## src/design/cpuPkg.sv

```systemverilog
`default_nettype none

package cpuPkg;

	typedef logic [7:0] opcodeT;   // Instruction register byte
	typedef logic [7:0] directT;   // Direct address byte from code memory
	typedef logic [1:0] cyclesT;   // Machine cycles still remaining

	// Six states of one machine cycle, adjacent codes differ in one bit
	typedef enum logic [2:0] {
		stS1 = 3'b001,
		stS2 = 3'b011,
		stS3 = 3'b010,
		stS4 = 3'b000,
		stS5 = 3'b100,
		stS6 = 3'b101
	} machStateT;

	typedef enum logic [1:0] {
		dirRam   = 2'd0,   // Lower 128 bytes of internal RAM
		dirSfr   = 2'd1,   // One of the decoded user SFRs
		dirOther = 2'd2    // SFR space with no select here
	} directClassT;

	typedef logic [6:0] sfrSelT;   // {P0,P1,P2,P3,PSW,A,B}
	typedef logic [2:0] memSrcT;   // {CODE,DATA,XDATA}
	typedef logic [2:0] ssfrSrcT;  // {V1t,V2t,ALU}
	typedef logic [1:0] memDstT;   // {DATA,XDATA}
	typedef logic [5:0] ssfrDstT;  // {rel,IR,direct,bit,V1t,V2t}

	typedef struct packed {
		memSrcT  mem;    // Memory read select
		ssfrSrcT ssfr;   // Internal temporary output enable
		sfrSelT  sfr;    // User SFR read select
	} addrSrcT;

	typedef struct packed {
		memDstT  mem;    // Memory write enable
		ssfrDstT ssfr;   // Internal temporary load enable
		sfrSelT  sfr;    // User SFR write enable
	} addrDstT;

	// One flag per register or indirect MOV family
	typedef struct packed {
		logic aRn;       // MOV A,Rn
		logic aAtRi;     // MOV A,@Ri
		logic rnA;       // MOV Rn,A
		logic rnDir;     // MOV Rn,dir
		logic rnImm;     // MOV Rn,#
		logic dirRn;     // MOV dir,Rn
		logic dirAtRi;   // MOV dir,@Ri
		logic atRiA;     // MOV @Ri,A
		logic atRiDir;   // MOV @Ri,dir
		logic atRiImm;   // MOV @Ri,#
	} movFamT;

	localparam memSrcT  memCode    = 3'b100;
	localparam memSrcT  memData    = 3'b010;
	localparam memSrcT  memXdata   = 3'b001;     // External data, for MOVX
	localparam memDstT  memDataEn  = 2'b10;
	localparam ssfrSrcT ssfrV2t    = 3'b010;
	localparam ssfrDstT ssfrIr     = 6'b010000;
	localparam ssfrDstT ssfrDirect = 6'b001000;
	localparam ssfrDstT ssfrV2tEn  = 6'b000001;

	localparam sfrSelT sfrP0 = 7'b1000000;
	localparam sfrSelT sfrP1 = 7'b0100000;
	localparam sfrSelT sfrP2 = 7'b0010000;
	localparam sfrSelT sfrP3 = 7'b0001000;
	localparam sfrSelT sfrA  = 7'b0000010;
	localparam sfrSelT sfrB  = 7'b0000001;

	localparam directT sfrAddrP0 = 8'h80;
	localparam directT sfrAddrP1 = 8'h90;
	localparam directT sfrAddrP2 = 8'hA0;
	localparam directT sfrAddrP3 = 8'hB0;
	localparam directT sfrAddrA  = 8'hE0;
	localparam directT sfrAddrB  = 8'hF0;

	localparam opcodeT opMovADir   = 8'hE5;
	localparam opcodeT opMovAImm   = 8'h74;
	localparam opcodeT opMovDirA   = 8'hF5;
	localparam opcodeT opMovDirDir = 8'h85;
	localparam opcodeT opMovDirImm = 8'h75;

	localparam opcodeT opMovARn    = 8'hE8;  // Register families, low 3 bits pick Rn
	localparam opcodeT opMovRnA    = 8'hF8;
	localparam opcodeT opMovRnDir  = 8'hA8;
	localparam opcodeT opMovRnImm  = 8'h78;
	localparam opcodeT opMovDirRn  = 8'h88;
	localparam opcodeT opRnMask    = 8'h07;
	localparam opcodeT opMovAAtRi  = 8'hE6;  // Indirect families, bit 0 picks R0 or R1
	localparam opcodeT opMovDirAtRi = 8'h86;
	localparam opcodeT opMovAtRiA  = 8'hF6;
	localparam opcodeT opMovAtRiDir = 8'hA6;
	localparam opcodeT opMovAtRiImm = 8'h76;
	localparam opcodeT opRiMask    = 8'h01;

	function automatic logic opMatch(opcodeT op, opcodeT prefix, opcodeT dontCare);
		return ((op ^ prefix) & ~dontCare) == 8'h00;  // Masked bits ignored
	endfunction

	function automatic movFamT movFamily(opcodeT op);
		movFamT fam;
		fam.aRn     = opMatch(op, opMovARn, opRnMask);
		fam.aAtRi   = opMatch(op, opMovAAtRi, opRiMask);
		fam.rnA     = opMatch(op, opMovRnA, opRnMask);
		fam.rnDir   = opMatch(op, opMovRnDir, opRnMask);
		fam.rnImm   = opMatch(op, opMovRnImm, opRnMask);
		fam.dirRn   = opMatch(op, opMovDirRn, opRnMask);
		fam.dirAtRi = opMatch(op, opMovDirAtRi, opRiMask);
		fam.atRiA   = opMatch(op, opMovAtRiA, opRiMask);
		fam.atRiDir = opMatch(op, opMovAtRiDir, opRiMask);
		fam.atRiImm = opMatch(op, opMovAtRiImm, opRiMask);
		return fam;
	endfunction

endpackage

`default_nettype wire

```

## src/design/sfrDirectMap.sv

```systemverilog
`timescale 1ns/10ps
`default_nettype none

module sfrDirectMap import cpuPkg::*; (
	input  wire directT  direct,     // Direct byte fetched from code
	output directClassT  dirClass,   // RAM, decoded SFR or other
	output sfrSelT       sfrSel      // One-hot SFR select, zero unless dirSfr
);

	always_comb begin
		dirClass = dirOther;  // Undecoded SFR space by default
		sfrSel   = '0;
		if (!direct[7]) begin
			dirClass = dirRam;  // 00h..7Fh is internal RAM
		end else begin
			case (direct)
				sfrAddrP0: sfrSel = sfrP0;
				sfrAddrP1: sfrSel = sfrP1;
				sfrAddrP2: sfrSel = sfrP2;
				sfrAddrP3: sfrSel = sfrP3;
				sfrAddrA:  sfrSel = sfrA;    // Accumulator at E0h
				sfrAddrB:  sfrSel = sfrB;
				default:   sfrSel = '0;      // SP, DPTR, timers and friends
			endcase
			// Any hit in the table above is a known SFR
			if (sfrSel != '0) begin
				dirClass = dirSfr;
			end
		end
	end

endmodule

`default_nettype wire

```

## src/design/operandDecoder.sv

```systemverilog
`timescale 1ns/10ps
`default_nettype none

module operandDecoder import cpuPkg::*; (
	input  wire logic      clk,
	input  wire logic      rstN,
	input  wire opcodeT    ir,       // Current instruction
	input  wire cyclesT    cycles,   // Machine cycles left
	input  wire machStateT state,    // S1..S6
	input  wire logic      phase,    // Phase within the state
	output logic           pcEn,     // Step the program counter
	output logic           rnExt,    // Extend address with Rn bank
	output logic           riAt      // Address through @Ri
);

	movFamT fam;        // Family flags of ir
	logic   c0;         // Last machine cycle
	logic   c1;         // One machine cycle still to go
	logic   pcSlot;     // S5 with phase 0, operand byte consumed
	logic   earlySlot;  // S2 or S3
	logic   lateSlot;   // S3 or S4
	logic   pcEnNext;
	logic   rnExtNext;
	logic   riAtNext;

	assign fam       = movFamily(ir);
	assign c0        = (cycles == 2'd0);
	assign c1        = (cycles == 2'd1);
	assign pcSlot    = (state == stS5) && !phase;
	assign earlySlot = (state == stS2) || (state == stS3);
	assign lateSlot  = (state == stS3) || (state == stS4);

	always_comb begin
		pcEnNext = 1'b0;
		if (cycles == 2'd3 && state == stS1 && phase) begin
			pcEnNext = 1'b1;  // Opcode taken, move past it
		end else if (pcSlot && c0) begin
			pcEnNext = (ir == opMovADir) || (ir == opMovAImm) ||
				(ir == opMovDirA) || (ir == opMovDirDir) ||
				(ir == opMovDirImm) || fam.rnImm ||
				fam.atRiDir || fam.atRiImm;  // Byte after opcode
		end else if (pcSlot && c1) begin
			pcEnNext = (ir == opMovDirDir) || (ir == opMovDirImm) ||
				fam.rnDir || fam.dirRn || fam.dirAtRi;  // First operand of two-cycle moves
		end
	end

	// Register operand reached in the final cycle, or early for MOV dir,Rn
	assign rnExtNext = (c0 && earlySlot &&
		(fam.aRn || fam.rnA || fam.rnImm || fam.rnDir)) ||
		(c1 && lateSlot && fam.dirRn);

	// Same windows for the indirect families
	assign riAtNext = (c0 && earlySlot &&
		(fam.aAtRi || fam.atRiA || fam.atRiImm || fam.atRiDir)) ||
		(c1 && lateSlot && fam.dirAtRi);

	always_ff @(posedge clk) begin
		if (!rstN) begin
			pcEn  <= 1'b0;
			rnExt <= 1'b0;
			riAt  <= 1'b0;
		end else begin
			pcEn  <= pcEnNext;   // One cycle behind the inputs
			rnExt <= rnExtNext;
			riAt  <= riAtNext;
		end
	end

endmodule

`default_nettype wire

```

## src/design/srcDecoder.sv

```systemverilog
`timescale 1ns/10ps
`default_nettype none

module srcDecoder import cpuPkg::*; (
	input  wire logic        clk,
	input  wire logic        rstN,
	input  wire opcodeT      ir,
	input  wire cyclesT      cycles,
	input  wire machStateT   state,
	input  wire directClassT dirClass,  // From the direct map
	input  wire sfrSelT      sfrSel,    // SFR select for the direct byte
	output addrSrcT          addrSrc    // Registered source selection
);

	movFamT  fam;
	logic    c0;
	logic    c1;
	addrSrcT srcNext;

	assign fam = movFamily(ir);
	assign c0  = (cycles == 2'd0);
	assign c1  = (cycles == 2'd1);

	// Rows are disjoint in cycles, state and dirClass, so grouping keeps table priority
	always_comb begin
		srcNext = '0;  // Default row, nothing drives the bus
		if (c0 && state == stS6) begin
			srcNext.mem = memCode;  // Wait for next opcode
		end else if (c0 && state == stS3) begin
			if (fam.aRn || fam.aAtRi) begin
				srcNext.mem = memData;  // Read Rn or @Ri
			end else if ((ir == opMovADir) || (ir == opMovAImm) ||
				(ir == opMovDirA) || fam.rnImm || fam.atRiImm) begin
				srcNext.mem = memCode;  // Load dir or immediate
			end else if (fam.rnA || fam.atRiA) begin
				srcNext.sfr = sfrA;
			end else if ((ir == opMovDirDir) || fam.rnDir || fam.dirRn ||
				fam.dirAtRi || fam.atRiDir) begin
				srcNext.ssfr = ssfrV2t;  // Final write of two-cycle moves
			end
		end else if (c0 && state == stS4) begin
			if (ir == opMovADir && dirClass == dirRam) begin
				srcNext.mem = memData;
			end else if (ir == opMovADir && dirClass == dirSfr) begin
				srcNext.mem = memData;  // SFR patch
				srcNext.sfr = sfrSel;
			end else if (ir == opMovDirA) begin
				srcNext.sfr = sfrA;  // A out to dir
			end
		end else if (c1 && state == stS3) begin
			if ((ir == opMovDirDir) || (ir == opMovDirImm) || fam.rnDir ||
				fam.dirRn || fam.dirAtRi || fam.atRiDir) begin
				srcNext.mem = memCode;  // Load first direct byte
			end
		end else if (c1 && state == stS4) begin
			if (fam.dirRn || fam.dirAtRi) begin
				srcNext.mem = memData;  // Register into V2t
			end else if ((ir == opMovDirDir) || fam.rnDir || fam.atRiDir) begin
				if (dirClass == dirRam) begin
					srcNext.mem = memData;
				end else if (dirClass == dirSfr) begin
					srcNext.mem = fam.rnDir ? memSrcT'(3'b000) : memData;  // Rn,dir has no memory
					srcNext.sfr = sfrSel;
				end
			end
		end else if (c1 && state == stS6) begin
			if ((ir == opMovDirDir) || (ir == opMovDirImm)) begin
				srcNext.mem = memCode;  // Load dir2 or immediate
			end
		end
	end

	always_ff @(posedge clk) begin
		if (!rstN) begin
			addrSrc <= '0;
		end else begin
			addrSrc <= srcNext;
		end
	end

endmodule

`default_nettype wire

```

## src/design/dstDecoder.sv

```systemverilog
`timescale 1ns/10ps
`default_nettype none

module dstDecoder import cpuPkg::*; (
	input  wire logic        clk,
	input  wire logic        rstN,
	input  wire opcodeT      ir,
	input  wire cyclesT      cycles,
	input  wire machStateT   state,
	input  wire logic        phase,     // Enables fire in phase 1 only
	input  wire directClassT dirClass,
	input  wire sfrSelT      sfrSel,
	output addrDstT          addrDst    // Registered destination enables
);

	movFamT  fam;
	logic    c0;
	logic    c1;
	logic    toDir;    // Result goes to the direct address
	addrDstT dirWrite; // Enable set for a write to direct
	addrDstT dstNext;

	assign fam = movFamily(ir);
	assign c0  = (cycles == 2'd0);
	assign c1  = (cycles == 2'd1);

	assign toDir = ((ir == opMovDirDir) || fam.dirRn || fam.dirAtRi) && c0 &&
		(state == stS3);

	// RAM gets DATA alone, a known SFR adds its select, anything else stays idle
	always_comb begin
		dirWrite = '0;
		if (dirClass == dirRam) begin
			dirWrite.mem = memDataEn;
		end else if (dirClass == dirSfr) begin
			dirWrite.mem = memDataEn;
			dirWrite.sfr = sfrSel;
		end
	end

	always_comb begin
		dstNext = '0;  // Default row
		if (phase) begin
			if (c0 && state == stS6) begin
				dstNext.ssfr = ssfrIr;  // Latch new opcode
			end else if (toDir) begin
				dstNext = dirWrite;  // Rn, dir2 or @Ri into dir
			end else if (c0 && state == stS3) begin
				if (fam.aRn || fam.aAtRi || (ir == opMovAImm)) begin
					dstNext.sfr = sfrA;
				end else if ((ir == opMovADir) || (ir == opMovDirA)) begin
					dstNext.ssfr = ssfrDirect;  // Capture direct byte
				end else if (fam.rnA || fam.rnDir || fam.rnImm ||
					fam.atRiA || fam.atRiDir || fam.atRiImm) begin
					dstNext.mem = memDataEn;  // Write Rn or @Ri
				end
			end else if (c0 && state == stS4) begin
				if (ir == opMovADir) begin
					dstNext.sfr = sfrA;
				end else if (ir == opMovDirA) begin
					dstNext = dirWrite;
				end
			end else if (c1 && state == stS3) begin
				if ((ir == opMovDirDir) || (ir == opMovDirImm) || fam.rnDir ||
					fam.dirRn || fam.dirAtRi || fam.atRiDir) begin
					dstNext.ssfr = ssfrDirect;  // Load dir or dir1
				end
			end else if (c1 && state == stS4) begin
				if ((ir == opMovDirDir) || fam.rnDir || fam.dirRn ||
					fam.dirAtRi || fam.atRiDir) begin
					dstNext.ssfr = ssfrV2tEn;  // Park operand in V2t
				end
			end else if (c1 && state == stS6) begin
				if (ir == opMovDirDir) begin
					dstNext.ssfr = ssfrDirect;  // Load dir2
				end else if (ir == opMovDirImm) begin
					dstNext = dirWrite;  // Immediate straight to dir
				end
			end
		end
	end

	always_ff @(posedge clk) begin
		if (!rstN) begin
			addrDst <= '0;
		end else begin
			addrDst <= dstNext;
		end
	end

endmodule

`default_nettype wire

```

## src/design/addrUnitTop.sv

```systemverilog
`timescale 1ns/10ps
`default_nettype none

module addrUnitTop import cpuPkg::*; (
	input  wire logic      clk,
	input  wire logic      rstN,
	input  wire opcodeT    ir,
	input  wire directT    direct,
	input  wire cyclesT    cycles,
	input  wire machStateT state,
	input  wire logic      phase,
	output logic           pcEn,
	output logic           rnExt,
	output logic           riAt,
	output addrSrcT        addrSrc,
	output addrDstT        addrDst
);

	directClassT dirClass;  // Combinational class of the direct byte
	sfrSelT      sfrSel;

	sfrDirectMap uDirMap (
		.direct   (direct),
		.dirClass (dirClass),
		.sfrSel   (sfrSel)
	);

	operandDecoder uOperand (
		.clk    (clk),
		.rstN   (rstN),
		.ir     (ir),
		.cycles (cycles),
		.state  (state),
		.phase  (phase),
		.pcEn   (pcEn),
		.rnExt  (rnExt),
		.riAt   (riAt)
	);

	srcDecoder uSrc (
		.clk      (clk),
		.rstN     (rstN),
		.ir       (ir),
		.cycles   (cycles),
		.state    (state),
		.dirClass (dirClass),
		.sfrSel   (sfrSel),
		.addrSrc  (addrSrc)
	);

	dstDecoder uDst (
		.clk      (clk),
		.rstN     (rstN),
		.ir       (ir),
		.cycles   (cycles),
		.state    (state),
		.phase    (phase),
		.dirClass (dirClass),
		.sfrSel   (sfrSel),
		.addrDst  (addrDst)
	);

endmodule

`default_nettype wire

```

## config.mk

```make
export PLATFORM = sky130hd
export DESIGN_NAME = addrUnitTop
export DESIGN_NICKNAME = d
export VERILOG_FILES = /design/src/design/cpuPkg.sv /design/src/design/sfrDirectMap.sv /design/src/design/operandDecoder.sv /design/src/design/srcDecoder.sv /design/src/design/dstDecoder.sv /design/src/design/addrUnitTop.sv
export SDC_FILE = /design/constraint.sdc
export NUM_CORES = 1
export LEC_CHECK = 0
export BUFFER_PORTS_ARGS = -buffer_cell sky130_fd_sc_hd__buf_2
export CAP_MARGIN = 20
export CORE_ASPECT_RATIO = 1.25
export CORE_MARGIN = 2
export CORE_UTILIZATION = 30
export CTS_CLUSTER_SIZE = 10
export DETAILED_ROUTE_END_ITERATION = 7
export SLEW_MARGIN = 20
export SYNTH_ARGS = -nofsm -noshare
export SYNTH_HDL_FRONTEND = slang
export SYNTH_HIERARCHICAL = 1
export SYNTH_SLANG_ARGS = --single-unit
```

## constraint.sdc

```tcl
create_clock -name clk -period 1.83 [get_ports clk]
set_clock_uncertainty 0.05 [all_clocks]
set_input_delay 0.0915 -clock clk [delete_from_list [all_inputs] [get_ports clk]]
set_output_delay 0.0915 -clock clk [all_outputs]
set_load 0.01 [all_outputs]
```

==> flow_summary.toml <==
[outcome]
status = "finished clean"

[hold_path]
hold_path.class = "in2reg"
min_path_cells = 3
hold_start = "phase"

[final_layout]
area_growth_pct = 27.1
drive_above_1_share = 0.350
antenna_cells = 0
layout.nets = 299
fillers = 668
final_cells = 359

[drt]
drtAntennaViolNets = 0
vias_per_cell = 5.33
wirelength_um = 5290
routedWlPerCell_um = 14.7
dr.pass1.iters = 4
route.detailed.drc = 0
drt_iter0_markers = 87
num_vias = 1915

[placement]
dp_slack_ns = 0.0725
dp_hpwl_um = 4060
place_inst = 355
port_buffers = 47
globalplace.congestion = 0.878

[clock_network]
cts_hold_buf = 0
cts-root-buf = "clkbuf_8"
cts_max_path_buffers = 2
cts_buffers = 3
htree_num_levels = 1
cts_sinks = 24
cts_tree = "built"
clk_pin_slew_ns = 0.09
cts_setup_buffers = 0
cts.repair.resized = 0

[synth]
syn_area_per_cell_um2 = 8.91
yosys_warnings = 6
ys_async_sr_fraction = 0
ys_top_cells_by_area = "dfxtp_1 26%, nor3b_1 4.4%, buf_4 3.2%"
synth_cell_types = 69
synth-seq-area-share = 0.258
synth_edf_count = 0
synth_area_um2 = 1860
syn_inst = 209
ys.flop_type = "dfxtp_1"
ys_ff_latch = 24
synth_top_area_share = 0.258
yosys.area.top_type = "dfxtp_1"

[timing]
worst_hold_slack_ns = 0.0433
period_share = 0.808
fin_setup_tns_ns = 0
rsz0062_at_grt = "false"
setup_viol = 0
hold_violations = 0
fmax_mhz = 676
min_period_ns = 1.48
report.final.slew_viol_count = 0
fin_ws_ns = 0.351

[grt]
grt_pass1_vias = 1862
overflow = 0
grtUsageTotal = 0.156
antenna_found_initial = 0
grt_max_degree = 20
grt_first_pass_wirelength_um = 8650

[worst_setup_path]
end_kind = "flop"
cp-startpoint = "direct[3]"
worstSetupPathType = "in2reg"
cp.arrival_ns = 1.61
start_kind = "primary input"
worst_ep_required_time_ns = 1.96
cp_max_fo = 4

[pwr]
powerDensity_nw_per_um2 = 531
finalPower_mw = 1.26
vdd_drop_max_mv = 0.236
p_leak_nw = 0.956

[floorplan]
die_h_um = 92.1
fp.dieW_um = 74.5
initial_core_util = 0.306
num_rows = 32
ios = 55
design.die.area_um2 = 6860
core_area_um2 = 6090

[job]
maxCapViolations = 0
==> per-layer routing <==
layer,GRT usage,part of all wire,vias to the layer above
li1,-,-,931
met4,0.0432,0.012,0
met2,0.277,0.49,64
met5,0,0,-
met3,0.0209,0.060,4
met1,0.192,0.44,916
==> power breakdown <==
| group | internal [mW] | total (mW) | switching (mW) |
|---|---|---|---|
| logic | 0.104 | 0.264 | 0.160 |
| clock network | 0.292 | 0.469 | 0.177 |
| registers | 0.523 | 0.523 | 0.000225 |
==> path summary, 6_finish.rpt <==
check                              end  slack, ns
worst max-delay path   uDst/addrDst[1]       0.35
worst min-delay path  uDst/addrDst[11]       0.04
==> flip-flops by register name (all words and copies together), names as in the netlist <==
| signal | flops |
|---|---|
| uOperand/riAt | 1 |
| uOperand/rnExt | 1 |
| uOperand/pcEn | 1 |
| uDst/addrDst | 11 |
| uSrc/addrSrc | 10 |
==> kinds of logic after synthesis <==
| group | after synthesis | synth area share |
|---|---|---|
| simple gates | 110 | 0.448 |
| compound gates | 50 | 0.224 |
| flops | 24 | 0.258 |
| buf+inv | 21 | 0.0591 |
| other cells | 3 | 0.00604 |
| mux | 1 | 0.00537 |
==> layout make-up <==
class	count	area, um2	area share
clock inverter	1	30.0	0.0127
sequential	24	480	0.203
timing repair buffer	66	378	0.160
multi-input combinational	169	1290	0.545
inverter	11	41.3	0.0174
tap	85	106	0.0449
clock buffer	3	41.3	0.0174
==> Yosys cell counts, drive strengths merged, types with 2 or more instances <==
library cell,instances
o211a,2
nor2,7
and4bb,3
nand2,8
buf,9
and4b,4
a2111oi,2
or2,2
nor2b,5
and3b,3
o31ai,2
nor4b,5
o2111ai,5
nand4b,3
or2b,2
and2,8
nor4,8
nand3,6
or4b,2
nand2b,8
a31oi,2
nor3,8
a21oi,10
nand4,2
o311ai,3
nor3b,14
or4,2
nand3b,3
o21ai,9
o211ai,2
a21boi,2
or3b,2
dfxtp,24
nand4bb,2
inv,11
conb,3
==> layout by cell type, fill, tap and decap left out, drive strengths merged, types with 3 or more instances in the layout <==
cell	instances
a21oi	10
and2	8
and3b	3
and4b	4
and4bb	3
buf	66
clkbuf	3
conb	8
dfxtp	24
inv	11
nand2	8
nand2b	8
nand3	6
nand3b	3
nand4b	3
nor2	7
nor2b	5
nor3	8
nor3b	14
nor4	8
nor4b	5
o2111ai	5
o21ai	9
o311ai	3
==> critical path, cell delays in order <==
cell,delay [ns]
buf_2,0.09
or2_1,0.26
o41a_1,0.41
and3b_1,0.25
o211a_1,0.14
o2111ai_1,0.10
a311oi_1,0.26
==> stage by stage <==
stage / utilization / instance area, um2
4_1_cts: 0.389 / 2370
5_1_grt: 0.389 / 2370
3_5_place_dp: 0.377 / 2300
2_1_floorplan: - / 1880
3_3_place_gp: 0.377 / 2300
6_report: 0.389 / 2370
Note: power is estimated with default switching activity, not from simulation.
